File: config.mk
export PLATFORM = sky130hd
export DESIGN_NAME = if_stage
export DESIGN_NICKNAME = d
export VERILOG_FILES = /design/src/common/fetch_pkg.sv /design/src/pc_select.sv /design/src/prefetch/prefetch_fifo.sv /design/src/prefetch/prefetch_buffer.sv /design/src/compressed_decoder.sv /design/src/if_stage.sv
export VERILOG_INCLUDE_DIRS = /design/src /design/src/common
export SDC_FILE = /design/constraint.sdc
export NUM_CORES = 1
export LEC_CHECK = 0
export ABC_AREA = 1
export BUFFER_PORTS_ARGS = -buffer_cell sky130_fd_sc_hd__buf_2
export CAP_MARGIN = 5
export CORE_MARGIN = 4
export CORE_UTILIZATION = 30
export DETAILED_ROUTE_END_ITERATION = 6
export PLACE_DENSITY = 0.48
export SLEW_MARGIN = 20
export SYNTH_ARGS = -nofsm -noshare
export SYNTH_HDL_FRONTEND = slang
export SYNTH_HIERARCHICAL = 1
export SYNTH_SLANG_ARGS = --single-unit
File: constraint.sdc
create_clock -name clk -period 11.25 [get_ports clk]
set_input_delay 1.125 -clock clk [delete_from_list [all_inputs] [get_ports clk]]
set_output_delay 1.125 -clock clk [all_outputs]
set_load 0.05 [all_outputs]
File: src/common/fetch_settings.svh
////////////////////////////////////////
// fetch stage build settings
//  - prefetch fifo depth
//  - outstanding bus transfer limit
//  - instruction / address width
////////////////////////////////////////

`ifndef FETCH_SETTINGS_SVH
`define FETCH_SETTINGS_SVH

// words held between bus and if/id register
`define FETCH_FIFO_DEPTH 2

// granted but unanswered transfers on the instruction bus
`define FETCH_MAX_OUTSTANDING 2

`define FETCH_XLEN 32 // address and data width

`endif

File: src/common/fetch_pkg.sv
////////////////////////////////////////
// fetch stage shared types
//  - next pc and exception target selects
//  - instruction bus request / response
//  - trap control bundle, if/id word
//  - instruction word union (rv32 / rvc)
////////////////////////////////////////

`include "fetch_settings.svh"

package fetch_pkg;

  ////////////////////////////////////////
  // pc selects
  typedef enum logic [2:0] {
    PC_BOOT      = 3'b000,
    PC_FENCEI    = 3'b001, // refetch after id pc
    PC_JUMP      = 3'b010, // target from id
    PC_BRANCH    = 3'b011, // target from ex
    PC_EXCEPTION = 3'b100,
    PC_MRET      = 3'b101,
    PC_DRET      = 3'b111
  } pc_mux_e;

  typedef enum logic [1:0] {
    EXC_PC_EXCEPTION = 2'b00, // trap base
    EXC_PC_IRQ       = 2'b01, // vectored
    EXC_PC_DBD       = 2'b10  // debug halt
  } exc_pc_mux_e;

  ////////////////////////////////////////
  // instruction bus
  typedef struct packed {
    logic                   req;
    logic [`FETCH_XLEN-1:0] addr;
  } ibus_req_t;

  typedef struct packed {
    logic                   gnt;
    logic                   rvalid; // one per granted transfer, in order
    logic [`FETCH_XLEN-1:0] rdata;
  } ibus_rsp_t;

  // trap and return addresses from the csr side
  typedef struct packed {
    logic [23:0]            trap_base;
    logic [4:0]             exc_vec;
    logic [29:0]            dm_halt;
    logic [`FETCH_XLEN-1:0] mepc;
    logic [`FETCH_XLEN-1:0] depc;
  } trap_ctl_t;

  typedef struct packed {
    logic                   valid;
    logic [`FETCH_XLEN-1:0] rdata;  // expanded instruction
    logic [`FETCH_XLEN-1:0] pc;
    logic                   is_compressed;
    logic                   illegal_c;
  } if_id_t;

  ////////////////////////////////////////
  // one fetched word, two decodings
  typedef union packed {
    struct packed {
      logic [11:0] imm;    // low 5 bits double as rs2
      logic [4:0]  rs1;
      logic [2:0]  funct3;
      logic [4:0]  rd;
      logic [6:0]  opcode;
    } rv32;
    struct packed {
      logic [15:0] upper;  // ignored, one instr per word
      logic [2:0]  funct3;
      logic        imm12;
      logic [4:0]  rd_rs1;
      logic [4:0]  rs2;    // also imm[4:0] on ci forms
      logic [1:0]  op;
    } rvc;
  } instr_word_u;

endpackage

File: src/pc_select.sv
////////////////////////////////////////
// next fetch address selection
//  - exception / irq / debug target
//  - boot, jump, branch, return, fence.i
////////////////////////////////////////

`timescale 1ns/10ps

module pc_select (
  input  fetch_pkg::pc_mux_e     pc_mux_i,
  input  fetch_pkg::exc_pc_mux_e exc_pc_mux_i,
  input  fetch_pkg::trap_ctl_t   trap_i,
  input  logic [30:0]            boot_addr_i,
  input  logic [31:0]            jump_target_id_i,
  input  logic [31:0]            jump_target_ex_i,
  input  logic [31:0]            pc_id_i,
  output logic [31:0]            fetch_addr_o
);

  logic [31:0] exc_pc;     // handler address
  logic [31:0] fetch_addr; // before bit 0 clear

  ////////////////////////////////////////
  // exception target
  always_comb begin
    unique case (exc_pc_mux_i)
      fetch_pkg::EXC_PC_EXCEPTION: exc_pc = {trap_i.trap_base, 8'h00}; // common entry
      fetch_pkg::EXC_PC_IRQ:       exc_pc = {trap_i.trap_base, 1'b0, trap_i.exc_vec, 2'b00};
      fetch_pkg::EXC_PC_DBD:       exc_pc = {trap_i.dm_halt, 2'b00};   // debug module rom
      default:                     exc_pc = {trap_i.trap_base, 8'h00};
    endcase
  end

  ////////////////////////////////////////
  // fetch address mux
  always_comb begin
    unique case (pc_mux_i)
      fetch_pkg::PC_BOOT:      fetch_addr = {boot_addr_i, 1'b0};
      fetch_pkg::PC_JUMP:      fetch_addr = jump_target_id_i;
      fetch_pkg::PC_BRANCH:    fetch_addr = jump_target_ex_i;
      fetch_pkg::PC_EXCEPTION: fetch_addr = exc_pc;
      fetch_pkg::PC_MRET:      fetch_addr = trap_i.mepc; // back from trap
      fetch_pkg::PC_DRET:      fetch_addr = trap_i.depc; // back from debug
      fetch_pkg::PC_FENCEI:    fetch_addr = pc_id_i + 32'd4; // reload after fence.i
      default:                 fetch_addr = {boot_addr_i, 1'b0};
    endcase
  end

  // halfword aligned at least
  assign fetch_addr_o = {fetch_addr[31:1], 1'b0};

endmodule

File: src/prefetch/prefetch_fifo.sv
////////////////////////////////////////
// fall-through fifo of fetched words
//  - word + fetch address per entry
//  - flush drops all entries
////////////////////////////////////////

`timescale 1ns/10ps
`include "fetch_settings.svh"

module prefetch_fifo (
  input  logic                                      clk,
  input  logic                                      rst_n,
  input  logic                                      flush_i,
  input  logic                                      push_i,
  input  logic [`FETCH_XLEN-1:0]                    push_data_i,
  input  logic [`FETCH_XLEN-1:0]                    push_addr_i,
  input  logic                                      pop_i,
  output logic                                      valid_o,
  output logic [`FETCH_XLEN-1:0]                    data_o,
  output logic [`FETCH_XLEN-1:0]                    addr_o,
  output logic [$clog2(`FETCH_FIFO_DEPTH + 1)-1:0] count_o
);

  localparam int PTR_W = $clog2(`FETCH_FIFO_DEPTH);
  localparam int CNT_W = $clog2(`FETCH_FIFO_DEPTH + 1);

  logic [`FETCH_XLEN-1:0] mem_data [`FETCH_FIFO_DEPTH];
  logic [`FETCH_XLEN-1:0] mem_addr [`FETCH_FIFO_DEPTH];
  logic [PTR_W-1:0]       wr_ptr_q, rd_ptr_q;
  logic [CNT_W-1:0]       count_q;
  logic                   pop_en; // pop only a present head

  assign valid_o = (count_q != '0);
  assign data_o  = mem_data[rd_ptr_q]; // head shows without a clock
  assign addr_o  = mem_addr[rd_ptr_q];
  assign count_o = count_q;
  assign pop_en  = pop_i & valid_o;

  always_ff @(posedge clk or negedge rst_n) begin
    if (!rst_n) begin
      wr_ptr_q <= '0;
      rd_ptr_q <= '0;
      count_q  <= '0;
    end else if (flush_i) begin // flush wins over push / pop
      wr_ptr_q <= '0;
      rd_ptr_q <= '0;
      count_q  <= '0;
    end else begin
      if (push_i)
        wr_ptr_q <= (wr_ptr_q == PTR_W'(`FETCH_FIFO_DEPTH - 1)) ? '0 : wr_ptr_q + 1'b1;
      if (pop_en)
        rd_ptr_q <= (rd_ptr_q == PTR_W'(`FETCH_FIFO_DEPTH - 1)) ? '0 : rd_ptr_q + 1'b1;
      case ({push_i, pop_en})
        2'b10:   count_q <= count_q + 1'b1;
        2'b01:   count_q <= count_q - 1'b1;
        default: count_q <= count_q; // none or both
      endcase
    end
  end

  // storage
  always_ff @(posedge clk) begin
    if (push_i && !flush_i) begin
      mem_data[wr_ptr_q] <= push_data_i;
      mem_addr[wr_ptr_q] <= push_addr_i;
    end
  end

  // the request throttle upstream must keep a slot free for every transfer
  a_no_overflow: assert property (@(posedge clk) disable iff (!rst_n)
    push_i && !flush_i && !pop_en |-> count_q < CNT_W'(`FETCH_FIFO_DEPTH));

endmodule

File: src/prefetch/prefetch_buffer.sv
////////////////////////////////////////
// prefetch buffer
//  - instruction bus request sequencer
//  - outstanding / stale transfer count
//  - in-order grant address queue
//  - prefetch fifo instance
////////////////////////////////////////

`timescale 1ns/10ps
`include "fetch_settings.svh"

module prefetch_buffer (
  input  logic                   clk,
  input  logic                   rst_n,
  input  logic                   req_i,
  input  logic                   branch_i,
  input  logic [`FETCH_XLEN-1:0] branch_addr_i,
  input  logic                   fetch_ready_i,
  output logic                   fetch_valid_o,
  output logic [`FETCH_XLEN-1:0] fetch_rdata_o,
  output logic [`FETCH_XLEN-1:0] fetch_addr_o,
  output fetch_pkg::ibus_req_t   ibus_req_o,
  input  fetch_pkg::ibus_rsp_t   ibus_rsp_i,
  output logic                   busy_o
);

  localparam int CNT_W = $clog2(`FETCH_MAX_OUTSTANDING + 1);
  localparam int AQ_W  = $clog2(`FETCH_MAX_OUTSTANDING);
  localparam int FC_W  = $clog2(`FETCH_FIFO_DEPTH + 1);

  logic [`FETCH_XLEN-1:0] addr_q;         // next address to request
  logic                   active_q;       // fetching started
  logic [CNT_W-1:0]       cnt_q, cnt_n;   // granted, not yet answered
  logic [CNT_W-1:0]       stale_q;        // answers still to drop
  logic [`FETCH_XLEN-1:0] aq_mem [`FETCH_MAX_OUTSTANDING];
  logic [AQ_W-1:0]        aq_wr_q, aq_rd_q;
  logic [FC_W-1:0]        fifo_count;
  logic                   room, granted, rsp_fresh;

  ////////////////////////////////////////
  // request side
  // a slot is reserved per transfer so every answer fits in the fifo
  assign room = (cnt_q < `FETCH_MAX_OUTSTANDING) &&
                ((fifo_count + cnt_q) < `FETCH_FIFO_DEPTH);

  assign ibus_req_o.req  = active_q & room;
  assign ibus_req_o.addr = addr_q;
  assign granted         = ibus_req_o.req & ibus_rsp_i.gnt;
  assign rsp_fresh       = ibus_rsp_i.rvalid & (stale_q == '0);
  assign busy_o          = (cnt_q != '0) | ibus_req_o.req;

  always_comb begin
    case ({granted, ibus_rsp_i.rvalid})
      2'b10:   cnt_n = cnt_q + 1'b1;
      2'b01:   cnt_n = cnt_q - 1'b1;
      default: cnt_n = cnt_q;
    endcase
  end

  always_ff @(posedge clk or negedge rst_n) begin
    if (!rst_n) begin
      active_q <= 1'b0;
      addr_q   <= '0;
      cnt_q    <= '0;
      stale_q  <= '0;
      aq_wr_q  <= '0;
      aq_rd_q  <= '0;
    end else begin
      cnt_q <= cnt_n;
      if (branch_i)
        active_q <= 1'b1;
      else if (!req_i && !(ibus_req_o.req && !ibus_rsp_i.gnt))
        active_q <= 1'b0; // stop, but never drop an ungranted request
      if (branch_i)
        addr_q <= branch_addr_i;
      else if (granted)
        addr_q <= addr_q + `FETCH_XLEN'd4; // one instr per word
      if (branch_i)
        stale_q <= cnt_n; // all still in flight belong to the old stream
      else if (ibus_rsp_i.rvalid && stale_q != '0)
        stale_q <= stale_q - 1'b1;
      if (granted)
        aq_wr_q <= (aq_wr_q == AQ_W'(`FETCH_MAX_OUTSTANDING - 1)) ? '0 : aq_wr_q + 1'b1;
      if (ibus_rsp_i.rvalid)
        aq_rd_q <= (aq_rd_q == AQ_W'(`FETCH_MAX_OUTSTANDING - 1)) ? '0 : aq_rd_q + 1'b1;
    end
  end

  // address of each granted transfer, popped with its answer
  always_ff @(posedge clk) begin
    if (granted)
      aq_mem[aq_wr_q] <= addr_q;
  end

  ////////////////////////////////////////
  // response side
  prefetch_fifo i_prefetch_fifo (
    .clk         (clk),
    .rst_n       (rst_n),
    .flush_i     (branch_i),
    .push_i      (rsp_fresh),
    .push_data_i (ibus_rsp_i.rdata),
    .push_addr_i (aq_mem[aq_rd_q]),
    .pop_i       (fetch_valid_o & fetch_ready_i),
    .valid_o     (fetch_valid_o),
    .data_o      (fetch_rdata_o),
    .addr_o      (fetch_addr_o),
    .count_o     (fifo_count)
  );

  // a redirect may replace a pending request, nothing else may
  a_addr_stable: assert property (@(posedge clk) disable iff (!rst_n)
    ibus_req_o.req && !ibus_rsp_i.gnt && !branch_i |=>
      ibus_req_o.req && $stable(ibus_req_o.addr));

  // memory answers only what was granted
  a_rvalid_tracked: assert property (@(posedge clk) disable iff (!rst_n)
    ibus_rsp_i.rvalid |-> cnt_q != '0);

endmodule

File: src/compressed_decoder.sv
////////////////////////////////////////
// compressed instruction expander
//  - c.addi c.li c.lw c.sw c.j c.mv c.add
//  - other rvc encodings flagged illegal
////////////////////////////////////////

`timescale 1ns/10ps

module compressed_decoder (
  input  fetch_pkg::instr_word_u instr_i,
  output logic [31:0]            instr_o,
  output logic                   is_compressed_o,
  output logic                   illegal_c_o
);

  logic [15:0] c;     // raw low half for immediate scatter
  logic [4:0]  rs1_p; // rs1' in x8..x15
  logic [4:0]  rd_p;  // rd' / rs2' in x8..x15

  assign c     = instr_i[15:0];
  assign rs1_p = {2'b01, instr_i.rvc.rd_rs1[2:0]};
  assign rd_p  = {2'b01, instr_i.rvc.rs2[2:0]};

  always_comb begin
    instr_o         = instr_i; // full 32 bit word passes as is
    is_compressed_o = 1'b0;
    illegal_c_o     = 1'b0;

    if (instr_i.rv32.opcode[1:0] != 2'b11) begin
      is_compressed_o = 1'b1;
      illegal_c_o     = 1'b1;          // until a supported form matches
      instr_o         = {16'h0000, c}; // unsupported goes on zero-extended

      case ({instr_i.rvc.op, instr_i.rvc.funct3})
        // c.lw -> lw rd', uimm(rs1')
        5'b00_010: begin
          illegal_c_o = 1'b0;
          instr_o = {5'b0, c[5], c[12:10], c[6], 2'b00, rs1_p, 3'b010, rd_p, 7'b0000011};
        end
        // c.sw -> sw rs2', uimm(rs1')
        5'b00_110: begin
          illegal_c_o = 1'b0;
          instr_o = {5'b0, c[5], c[12], rd_p, rs1_p, 3'b010,
                     c[11:10], c[6], 2'b00, 7'b0100011};
        end
        // c.addi -> addi rd, rd, simm
        5'b01_000: begin
          illegal_c_o = 1'b0;
          instr_o = {{6{instr_i.rvc.imm12}}, instr_i.rvc.imm12, instr_i.rvc.rs2,
                     instr_i.rvc.rd_rs1, 3'b000, instr_i.rvc.rd_rs1, 7'b0010011};
        end
        // c.li -> addi rd, x0, simm
        5'b01_010: begin
          illegal_c_o = 1'b0;
          instr_o = {{6{instr_i.rvc.imm12}}, instr_i.rvc.imm12, instr_i.rvc.rs2,
                     5'b00000, 3'b000, instr_i.rvc.rd_rs1, 7'b0010011};
        end
        // c.j -> jal x0, offset
        5'b01_101: begin
          illegal_c_o = 1'b0;
          instr_o = {c[12], c[8], c[10:9], c[6], c[7], c[2], c[11], c[5:3],
                     {9{c[12]}}, 5'b00000, 7'b1101111};
        end
        // c.mv / c.add, rs2 == 0 is jr / jalr / ebreak
        5'b10_100: begin
          if (instr_i.rvc.rs2 != 5'b00000) begin
            illegal_c_o = 1'b0;
            if (instr_i.rvc.imm12) // c.add -> add rd, rd, rs2
              instr_o = {7'b0, instr_i.rvc.rs2, instr_i.rvc.rd_rs1, 3'b000,
                         instr_i.rvc.rd_rs1, 7'b0110011};
            else                   // c.mv  -> add rd, x0, rs2
              instr_o = {7'b0, instr_i.rvc.rs2, 5'b00000, 3'b000,
                         instr_i.rvc.rd_rs1, 7'b0110011};
          end
        end
        default: ; // stays illegal
      endcase
    end
  end

endmodule

File: src/if_stage.sv
////////////////////////////////////////
// instruction fetch stage top
//  - offset fsm (idle / wait)
//  - if/id pipeline register
//  - pc select, prefetch buffer and
//    compressed expander instances
////////////////////////////////////////

`timescale 1ns/10ps
`include "fetch_settings.svh"

module if_stage (
  input  logic                   clk,
  input  logic                   rst_n,
  input  logic                   req_i,
  input  logic [30:0]            boot_addr_i,
  input  fetch_pkg::trap_ctl_t   trap_i,
  input  logic                   pc_set_i,
  input  fetch_pkg::pc_mux_e     pc_mux_i,
  input  fetch_pkg::exc_pc_mux_e exc_pc_mux_i,
  input  logic [`FETCH_XLEN-1:0] jump_target_id_i,
  input  logic [`FETCH_XLEN-1:0] jump_target_ex_i,
  input  logic                   clear_instr_valid_i,
  input  logic                   halt_if_i,
  input  logic                   id_ready_i,
  output fetch_pkg::ibus_req_t   ibus_req_o,
  input  fetch_pkg::ibus_rsp_t   ibus_rsp_i,
  output fetch_pkg::if_id_t      if_id_o,
  output logic [`FETCH_XLEN-1:0] pc_if_o,
  output logic                   if_busy_o
);

  typedef enum logic [0:0] {IDLE, WAIT} offset_fsm_e;

  offset_fsm_e            fsm_cs, fsm_ns;
  logic                   valid;      // head word offered to id
  logic                   if_valid;   // if/id register loads
  logic                   branch_req;
  logic [`FETCH_XLEN-1:0] fetch_addr_n;
  logic                   fetch_valid;
  logic [`FETCH_XLEN-1:0] fetch_rdata, fetch_addr;
  logic [`FETCH_XLEN-1:0] instr_exp;  // expander output
  logic                   instr_is_c, instr_ill_c;
  logic                   id_valid_q, id_is_c_q, id_ill_c_q;
  logic [`FETCH_XLEN-1:0] id_rdata_q, id_pc_q;

  pc_select i_pc_select (
    .pc_mux_i         (pc_mux_i),
    .exc_pc_mux_i     (exc_pc_mux_i),
    .trap_i           (trap_i),
    .boot_addr_i      (boot_addr_i),
    .jump_target_id_i (jump_target_id_i),
    .jump_target_ex_i (jump_target_ex_i),
    .pc_id_i          (id_pc_q),        // fence.i restarts after this pc
    .fetch_addr_o     (fetch_addr_n)
  );

  prefetch_buffer i_prefetch_buffer (
    .clk           (clk),
    .rst_n         (rst_n),
    .req_i         (req_i),
    .branch_i      (branch_req),
    .branch_addr_i (fetch_addr_n),
    .fetch_ready_i (if_valid),       // pop exactly what id takes
    .fetch_valid_o (fetch_valid),
    .fetch_rdata_o (fetch_rdata),
    .fetch_addr_o  (fetch_addr),
    .ibus_req_o    (ibus_req_o),
    .ibus_rsp_i    (ibus_rsp_i),
    .busy_o        (if_busy_o)
  );

  compressed_decoder i_compressed_decoder (
    .instr_i         (fetch_rdata),
    .instr_o         (instr_exp),
    .is_compressed_o (instr_is_c),
    .illegal_c_o     (instr_ill_c)
  );

  ////////////////////////////////////////
  // offset fsm
  always_ff @(posedge clk or negedge rst_n) begin
    if (!rst_n) fsm_cs <= IDLE;
    else        fsm_cs <= fsm_ns;
  end

  always_comb begin
    fsm_ns     = fsm_cs;
    branch_req = 1'b0;
    valid      = 1'b0;
    unique case (fsm_cs)
      IDLE: begin
        if (req_i) begin      // first fetch goes to the selected pc
          branch_req = 1'b1;
          fsm_ns     = WAIT;
        end
      end
      WAIT: valid = fetch_valid; // hand the head word on
      default: fsm_ns = IDLE;
    endcase
    if (pc_set_i) begin       // redirect, head belongs to the old stream
      valid      = 1'b0;
      branch_req = 1'b1;
      fsm_ns     = WAIT;
    end
  end

  assign if_valid = valid & id_ready_i & ~halt_if_i;
  assign pc_if_o  = fetch_addr;

  ////////////////////////////////////////
  // if/id register, held while id stalls
  always_ff @(posedge clk or negedge rst_n) begin
    if (!rst_n)
      id_valid_q <= 1'b0;
    else if (if_valid)
      id_valid_q <= 1'b1;
    else if (clear_instr_valid_i)
      id_valid_q <= 1'b0;
  end

  always_ff @(posedge clk) begin
    if (if_valid) begin
      id_rdata_q <= instr_exp;
      id_pc_q    <= fetch_addr;
      id_is_c_q  <= instr_is_c;
      id_ill_c_q <= instr_ill_c;
    end
  end

  assign if_id_o = '{valid:         id_valid_q,
                     rdata:         id_rdata_q,
                     pc:            id_pc_q,
                     is_compressed: id_is_c_q,
                     illegal_c:     id_ill_c_q};

endmodule

==> flow_metrics.tcl, run 1 <==
set metrics [dict create \
    status "finished, final reports clean" \
    synthAdderAreaFrac 0.00617 \
    grt_max_degree 68 \
    rsz0062_at_grt "no" \
    setup_tns_ns 0 \
    core-area_um2 50500 \
    synth_top_family_by_area "simple AND/OR/NAND/NOR gates" \
    syn_nets 2006 \
    cts_buffers 35 \
    clock_latency_ns 0.53 \
    cp.arrival_ns 4.07 \
    postSynthCellCount 1735 \
    synth_seq_cells 303 \
    cts_tree "built" \
    tightest_slew_ns 1.01 \
    gp_congestion 0.885 \
    cts-hold-fix-buffers 0 \
    maxUsedRoutingLayer "met5" \
    peakVddDrop_uv 92.8 \
    crit_fanout 38 \
    h-tree-depth 2 \
    final.setup_skew_ns 0.0200 \
    vias 13400 \
    die_w_um 235 \
    cts_buffer_depth 3 \
    dp_hpwl_mm 45.2 \
    path_clk_slew_ns 0.06 \
    yosysSeqAreaShare 0.575 \
    syn_to_final_growth_pct 24.8 \
    synth_xor_area_frac 0.00795 \
    post-cts-setup-buffer-count 0 \
    hold_viol_final 0 \
    seq_area_um2 8870 \
    wl_met1_mm 27.6 \
    multi_input_area_um2 5810 \
    synth_simple_gate_area_frac 0.287 \
    num-fill-cells 5278 \
    post-route-drc-count 0 \
    hold_class "reg2reg" \
    critPathCaptureType "flip-flop" \
    drt-total-wl_mm 59.7 \
    syn_area_um2 15400 \
    p_leak_nw 8.40 \
    grt_use_total 0.208 \
    ios 397 \
    routedWlPerCell_um 21.2 \
    relSlewSlack 0.329 \
    antenna_found_initial 7 \
    first_pass_iters 5 \
    maxCapViolCount 0 \
    p_per_area_nw_per_um2 179 \
    muxShareOfSynthArea 0.0234 \
    fin_crit_sh 0.326 \
    stdcell_area_um2 19200 \
    grt_pass1_vias 13000 \
    place_area_um2 18100 \
    criticalPathCategory "in2reg" \
    layout.nets 2393 \
    cts_resized 0 \
    fp.dieArea_um2 55100 \
    clockRootBuffer "clkbuf_16" \
    synth_warnings 6 \
    yosysUniqueCellTypes 42 \
    die_h_um 235 \
    drive_gt1_frac 0.258 \
    route.met2.wl_mm 28.0 \
    drt_iter0_drc 1018 \
    finalCriticalPeriod_ns 3.66 \
    ant_nets 0 \
    syn_avg_cell_area_um2 8.89 \
    critPathLaunchType "primary input" \
    gr-total-overflow 0 \
    timing.fmax_ghz 0.273 \
    vias_per_cell 4.76 \
    rows 82 \
    wl_met3_mm 2.95 \
    worstPathRequired_ns 11.66 \
    synth_compound_area_frac 0.0495 \
    setup_violations 0 \
    portBuffers 392 \
    start_util 0.305 \
    grt_pass1_wl_mm 86.6 \
    maxSlewViolCount 0 \
    clkSinkCount 303 \
]
==> critical path: stages <==
cell	delay, ns
buf_2	0.16
inv_2	0.08
nand2_1	0.06
nand2_1	0.37
inv_2	0.81
nand2_1	0.10
nor3_1	0.70
a21oi_1	0.31
nand2_1	0.13
o21ai_0	0.08
inv_1	0.06
nand2_1	0.04
==> metrics by stage <==
| stage | total power [W] | util | cells | setup slack, ns | hold slack, ns |
|---|---|---|---|---|---|
| after floorplan | 0.00203 | - | 1735 | 6.57 | 0.443 |
| after global placement | 0.00232 | 0.358 | 2757 | 6.89 | 0.460 |
| after detailed placement | 0.00233 | 0.358 | 2757 | 6.89 | 0.470 |
| after CTS | 0.00348 | 0.381 | 2818 | 7.43 | 0.482 |
| after global routing | 0.00360 | 0.381 | 2820 | 7.28 | 0.496 |
| final | 0.00344 | 0.381 | 2821 | 7.59 | 0.477 |
==> report_power, final <==
group	switching (W)	internal, W	leakage, nW	total [W]
Clock	0.000450	0.000690	0.567	0.00114
Sequential	0.000110	0.00139	2.90	0.00150
Combinational	0.000574	0.000230	4.94	0.000804
Total	0.00113	0.00231	8.40	0.00344
==> cells by family after synthesis <==
| group | after synthesis |
|---|---|
| muxes | 32 |
| buffers and inverters | 185 |
| xor gates and xnor gates | 14 |
| adders and majority gates | 7 |
| other | 1 |
| DFF | 303 |
| and+or+nand+nor | 1061 |
| AOI/OAI and AO/OA | 132 |
==> metal layers <==
layer | vias to the layer above | GRT usage
met1 | 6465 | 0.301
met3 | 72 | 0.0286
met2 | 359 | 0.334
met4 | 4 | 0.0455
met5 | - | 0
li1 | 6515 | -
==> flip-flops by register name (all words and copies together), names as in the netlist, 2 cells and up <==
register,count
i_prefetch_buffer/addr_q,32
i_prefetch_buffer/aq_mem,64
i_prefetch_buffer/cnt_q,2
i_prefetch_buffer/i_prefetch_fifo/count_o,2
i_prefetch_buffer/i_prefetch_fifo/mem_addr,64
i_prefetch_buffer/i_prefetch_fifo/mem_data,64
i_prefetch_buffer/stale_q,2
id_pc_q,32
id_rdata_q,32
==> placed cells by master, fill, tap and decap left out, drive strengths merged <==
| master | synthesis | final |
|---|---|---|
| o2111ai | 1 | 1 |
| o21ai | 26 | 26 |
| o211ai | 8 | 8 |
| a22oi | 11 | 11 |
| a31oi | 2 | 2 |
| diode | 0 | 3 |
| o21bai | 15 | 15 |
| xor2 | 8 | 8 |
| inv | 125 | 127 |
| a22o | 1 | 1 |
| bufinv | 0 | 3 |
| edfxtp | 258 | 258 |
| or2 | 1 | 1 |
| nor2 | 154 | 154 |
| conb | 1 | 1 |
| buf | 47 | 409 |
| a21oi | 65 | 65 |
| and2 | 2 | 2 |
| nor3 | 22 | 22 |
| nand4 | 21 | 21 |
| and3 | 2 | 2 |
| nand3b | 1 | 1 |
| dfrtp | 45 | 45 |
| clkbuf | 12 | 49 |
| mux2 | 32 | 32 |
| clkinv | 1 | 8 |
| fa | 1 | 1 |
| ha | 6 | 6 |
| o22ai | 3 | 3 |
| xnor2 | 6 | 6 |
| nand2 | 729 | 729 |
| nand3 | 129 | 129 |
==> area by class of cell <==
type | instances | share of cell area
diodes | 3 | 0.000390
clock buffers | 49 | 0.0519
clock inverters | 12 | 0.00780
inverters | 126 | 0.0246
multi-input cells | 1247 | 0.302
flip-flops and latches | 303 | 0.461
well taps | 672 | 0.0437
repair buffers | 409 | 0.109
==> cell usage after synthesis <==
library cell,number,share of area
and2_1,2,0.00081
inv_1,116,0.028
nand2_2,9,0.0037
nand3_1,127,0.041
xnor2_1,6,0.0034
buf_2,38,0.012
nor2_4,10,0.0073
a21oi_2,1,0.00057
nor3_2,1,0.00065
xor2_1,8,0.0045
buf_6,1,0.00073
o21bai_1,15,0.0073
o211ai_1,8,0.0039
ha_1,6,0.0049
nand2_4,3,0.0022
a21oi_1,64,0.021
nand4_4,1,0.0014
nand2_1,717,0.17
nand3b_1,1,0.00049
o22ai_1,3,0.0012
a22oi_1,11,0.0054
edfxtp_1,258,0.50
o21ai_1,5,0.0016
nor2_1,131,0.032
o21ai_0,21,0.0068
nor2_2,13,0.0053
and3_1,2,0.00081
nand3_2,2,0.0013
fa_1,1,0.0013
clkbuf_1,12,0.0029
mux2_2,32,0.023
clkinv_1,1,0.00024
nand4_1,20,0.0081
or2_2,1,0.00041
conb_1,1,0.00024
buf_4,8,0.0039
inv_2,9,0.0022
dfrtp_1,45,0.073
a22o_1,1,0.00057
o2111ai_1,1,0.00057
a31oi_1,2,0.00081
nor3_1,21,0.0068
==> final timing paths <==
| check | startpoint | end | slack [ns] | cells past startpoint |
|---|---|---|---|---|
| worst min register to register | i_prefetch_buffer/aq_rd_q | i_prefetch_buffer/aq_rd_q | 0.48 | 1 |
| max in group asynchronous | rst_n | i_prefetch_buffer/i_prefetch_fifo/rd_ptr_q | 10.08 | 2 |
| worst max register to register | i_prefetch_buffer/i_prefetch_fifo/rd_ptr_q | id_rdata_q[13] | 8.33 | 11 |
| worst min-delay path | i_prefetch_buffer/aq_rd_q | i_prefetch_buffer/aq_rd_q | 0.48 | 1 |
| min in group asynchronous | rst_n | i_prefetch_buffer/active_q | 0.70 | 2 |
| worst max-delay path | pc_mux_i[2] | i_prefetch_buffer/addr_q[25] | 7.59 | 12 |
Power figures use the tool's default switching activity.
==> run 2, diff against run 1 <==
PLACE_DENSITY = 0.5   (was 0.48)
clock period = 3.3 ns   (was 11.25 ns; I/O delays follow)
==> run 2 against run 1 <==
Sequential share of layout area down 0.75 points. Non-clock buffer count is 39 higher. Critical path depth shrank 7. Global-route usage down 0.20 points. Routed wire length is 0.62% lower. Sequential power rose to 3.4 times the previous value. Combinational power rose to 3.5 times the previous value. Sequential cell count unchanged. First-iteration DRC count increased by 0.20%. Clock-buffer cell count unchanged. Clock skew fell by 0.0052 ns. Critical path type is now reg2out. Largest power group unchanged.
==> flow_metrics.tcl, run 2 (same netlist as run 1, synthesis figures left out) <==
set metrics [dict create \
    final_cell_mix "717 x nand2_1, 392 x buf_2, 258 x edfxtp_1, 127 x nand3_1, 124 x nor2_1" \
    ant_nets 0 \
    grt_max_degree 55 \
    grt_pass1_vias 13100 \
    power_switching_w 0.00381 \
    drt-total-wl_mm 59.3 \
    netSwitchingFraction 0.332 \
    finalCriticalPeriod_ns 2.70 \
    first_pass_iters 5 \
    cts_tree "built" \
    post-cts-setup-buffer-count 0 \
    ios 397 \
    routedWlPerCell_um 20.7 \
    vias_per_cell 4.75 \
    criticalPathCategory "reg2out" \
    peakVddDrop_uv 258 \
    fin_crit_sh 0.818 \
    gp_congestion 0.957 \
    setup_violations 0 \
    antenna_found_initial 6 \
    core-area_um2 50500 \
    clockRootBuffer "clkbuf_16" \
    final.setup_skew_ns 0.0148 \
    start_util 0.305 \
    clkSinkCount 303 \
    portBuffers 392 \
    rows 82 \
    post-route-drc-count 0 \
    hold_class "in2reg" \
    num-fill-cells 5189 \
    final_common_cell "nand2_1" \
    fin_util 0.388 \
    pwr-share-clk 0.312 \
    status "finished, final reports clean" \
    p_leak_nw 8.54 \
    cts_buffers 35 \
    relSlewSlack 0.413 \
    die_w_um 235 \
    dp_hpwl_mm 46.5 \
    die_h_um 235 \
    critPathLaunchType "flip-flop" \
    worstPathRequired_ns 2.97 \
    fp.dieArea_um2 55100 \
    internal_power_w 0.00767 \
    multi_input_area_um2 5810 \
    vias 13600 \
    total_power_w 0.0115 \
    cp.arrival_ns 2.37 \
    fin_ws_ns 0.602 \
    combPwrFrac 0.242 \
    crit_fanout 54 \
    grt_use_total 0.206 \
    gr-total-overflow 0 \
    tightest_slew_ns 0.881 \
    post-place-ws_ns 0.566 \
    clock_latency_ns 0.52 \
    holdWs_ns 0.0215 \
    drive_gt1_frac 0.259 \
    layout.nets 2432 \
    rsz0062_at_grt "no" \
    timing.fmax_ghz 0.371 \
    p_per_area_nw_per_um2 587 \
    critPathCaptureType "primary output" \
    cts_buffer_depth 3 \
    path_clk_slew_ns 0.06 \
    cts_resized 0 \
    maxCapViolCount 0 \
    pwr-share-seq 0.446 \
    hold_viol_final 0 \
    grt_pass1_wl_mm 85.9 \
    drt_iter0_drc 1020 \
    top_regs "i_prefetch_buffer/aq_mem x64, i_prefetch_buffer/i_prefetch_fifo/mem_addr x64, i_prefetch_buffer/i_prefetch_fifo/mem_data x64" \
    seq_area_um2 8870 \
    syn_to_final_growth_pct 26.9 \
    h-tree-depth 2 \
    maxSlewViolCount 0 \
]
## run 2: final timing paths
kind / startpoint / end / slack (ns) / depth (start not counted)
max: i_prefetch_buffer/i_prefetch_fifo/rd_ptr_q / pc_if_o[15] / 0.60 / 5
min: ibus_rsp_i[3] / i_prefetch_buffer/i_prefetch_fifo/mem_data[1][3] / 0.02 / 1
max reg2reg: i_prefetch_buffer/i_prefetch_fifo/rd_ptr_q / id_rdata_q[18] / 0.91 / 7
min reg2reg: id_valid_q / id_valid_q / 0.48 / 2
max in group asynchronous: rst_n / i_prefetch_buffer/addr_q[5] / 2.09 / 3
min in group asynchronous: rst_n / i_prefetch_buffer/active_q / 0.49 / 2
## run 2: final cells by class
cell class / instances / area share
diodes: 5 / 0.000639
well taps: 672 / 0.0430
flip-flops and latches: 303 / 0.454
inverters: 126 / 0.0242
clock buffers: 49 / 0.0485
clock inverters: 14 / 0.00550
repair buffers: 448 / 0.128
multi-input cells: 1247 / 0.297
## run 2: critical path: stages (launching register included)
cell     delay, ns
dfrtp_2       0.53
inv_2         0.29
buf_12        0.29
nand2_1       0.10
nand2_1       0.23
buf_2         0.32
## run 2: metal layers
metal,track usage,part of all wire,vias up
li1,-,-,6602
met1,0.293,0.46,6533
met2,0.332,0.47,400
met3,0.0367,0.057,61
met4,0.0415,0.016,4
met5,0,0.00035,-
## run 2: repair_timing
action / CTS / global route
hold buffers: 20 / 0
hold endpoints to repair: 71 / 0
endpoints found under the setup margin: 0 / 0
## run 2: metrics by stage
| step | area [um2] | TNS (ns) | cells |
|---|---|---|---|
| 3_3_place_gp | 18300 | 0 | 2776 |
| 5_1_grt | 19600 | 0 | 2862 |
| 6_report | 19600 | 0 | 2864 |
| 3_5_place_dp | 18300 | 0 | 2776 |
| 2_1_floorplan | 15400 | -86.44 | 1735 |
| 4_1_cts | 19600 | 0 | 2859 |
## run 2: power groups by stage
stage / registers [W] / logic [W] / clock network (W)
after floorplan: 0.00546 / 0.00144 / 0
after global placement: 0.00518 / 0.00277 / 0
after detailed placement: 0.00520 / 0.00278 / 0
after CTS: 0.00512 / 0.00282 / 0.00369
after global routing: 0.00517 / 0.00302 / 0.00385
final: 0.00512 / 0.00278 / 0.00358
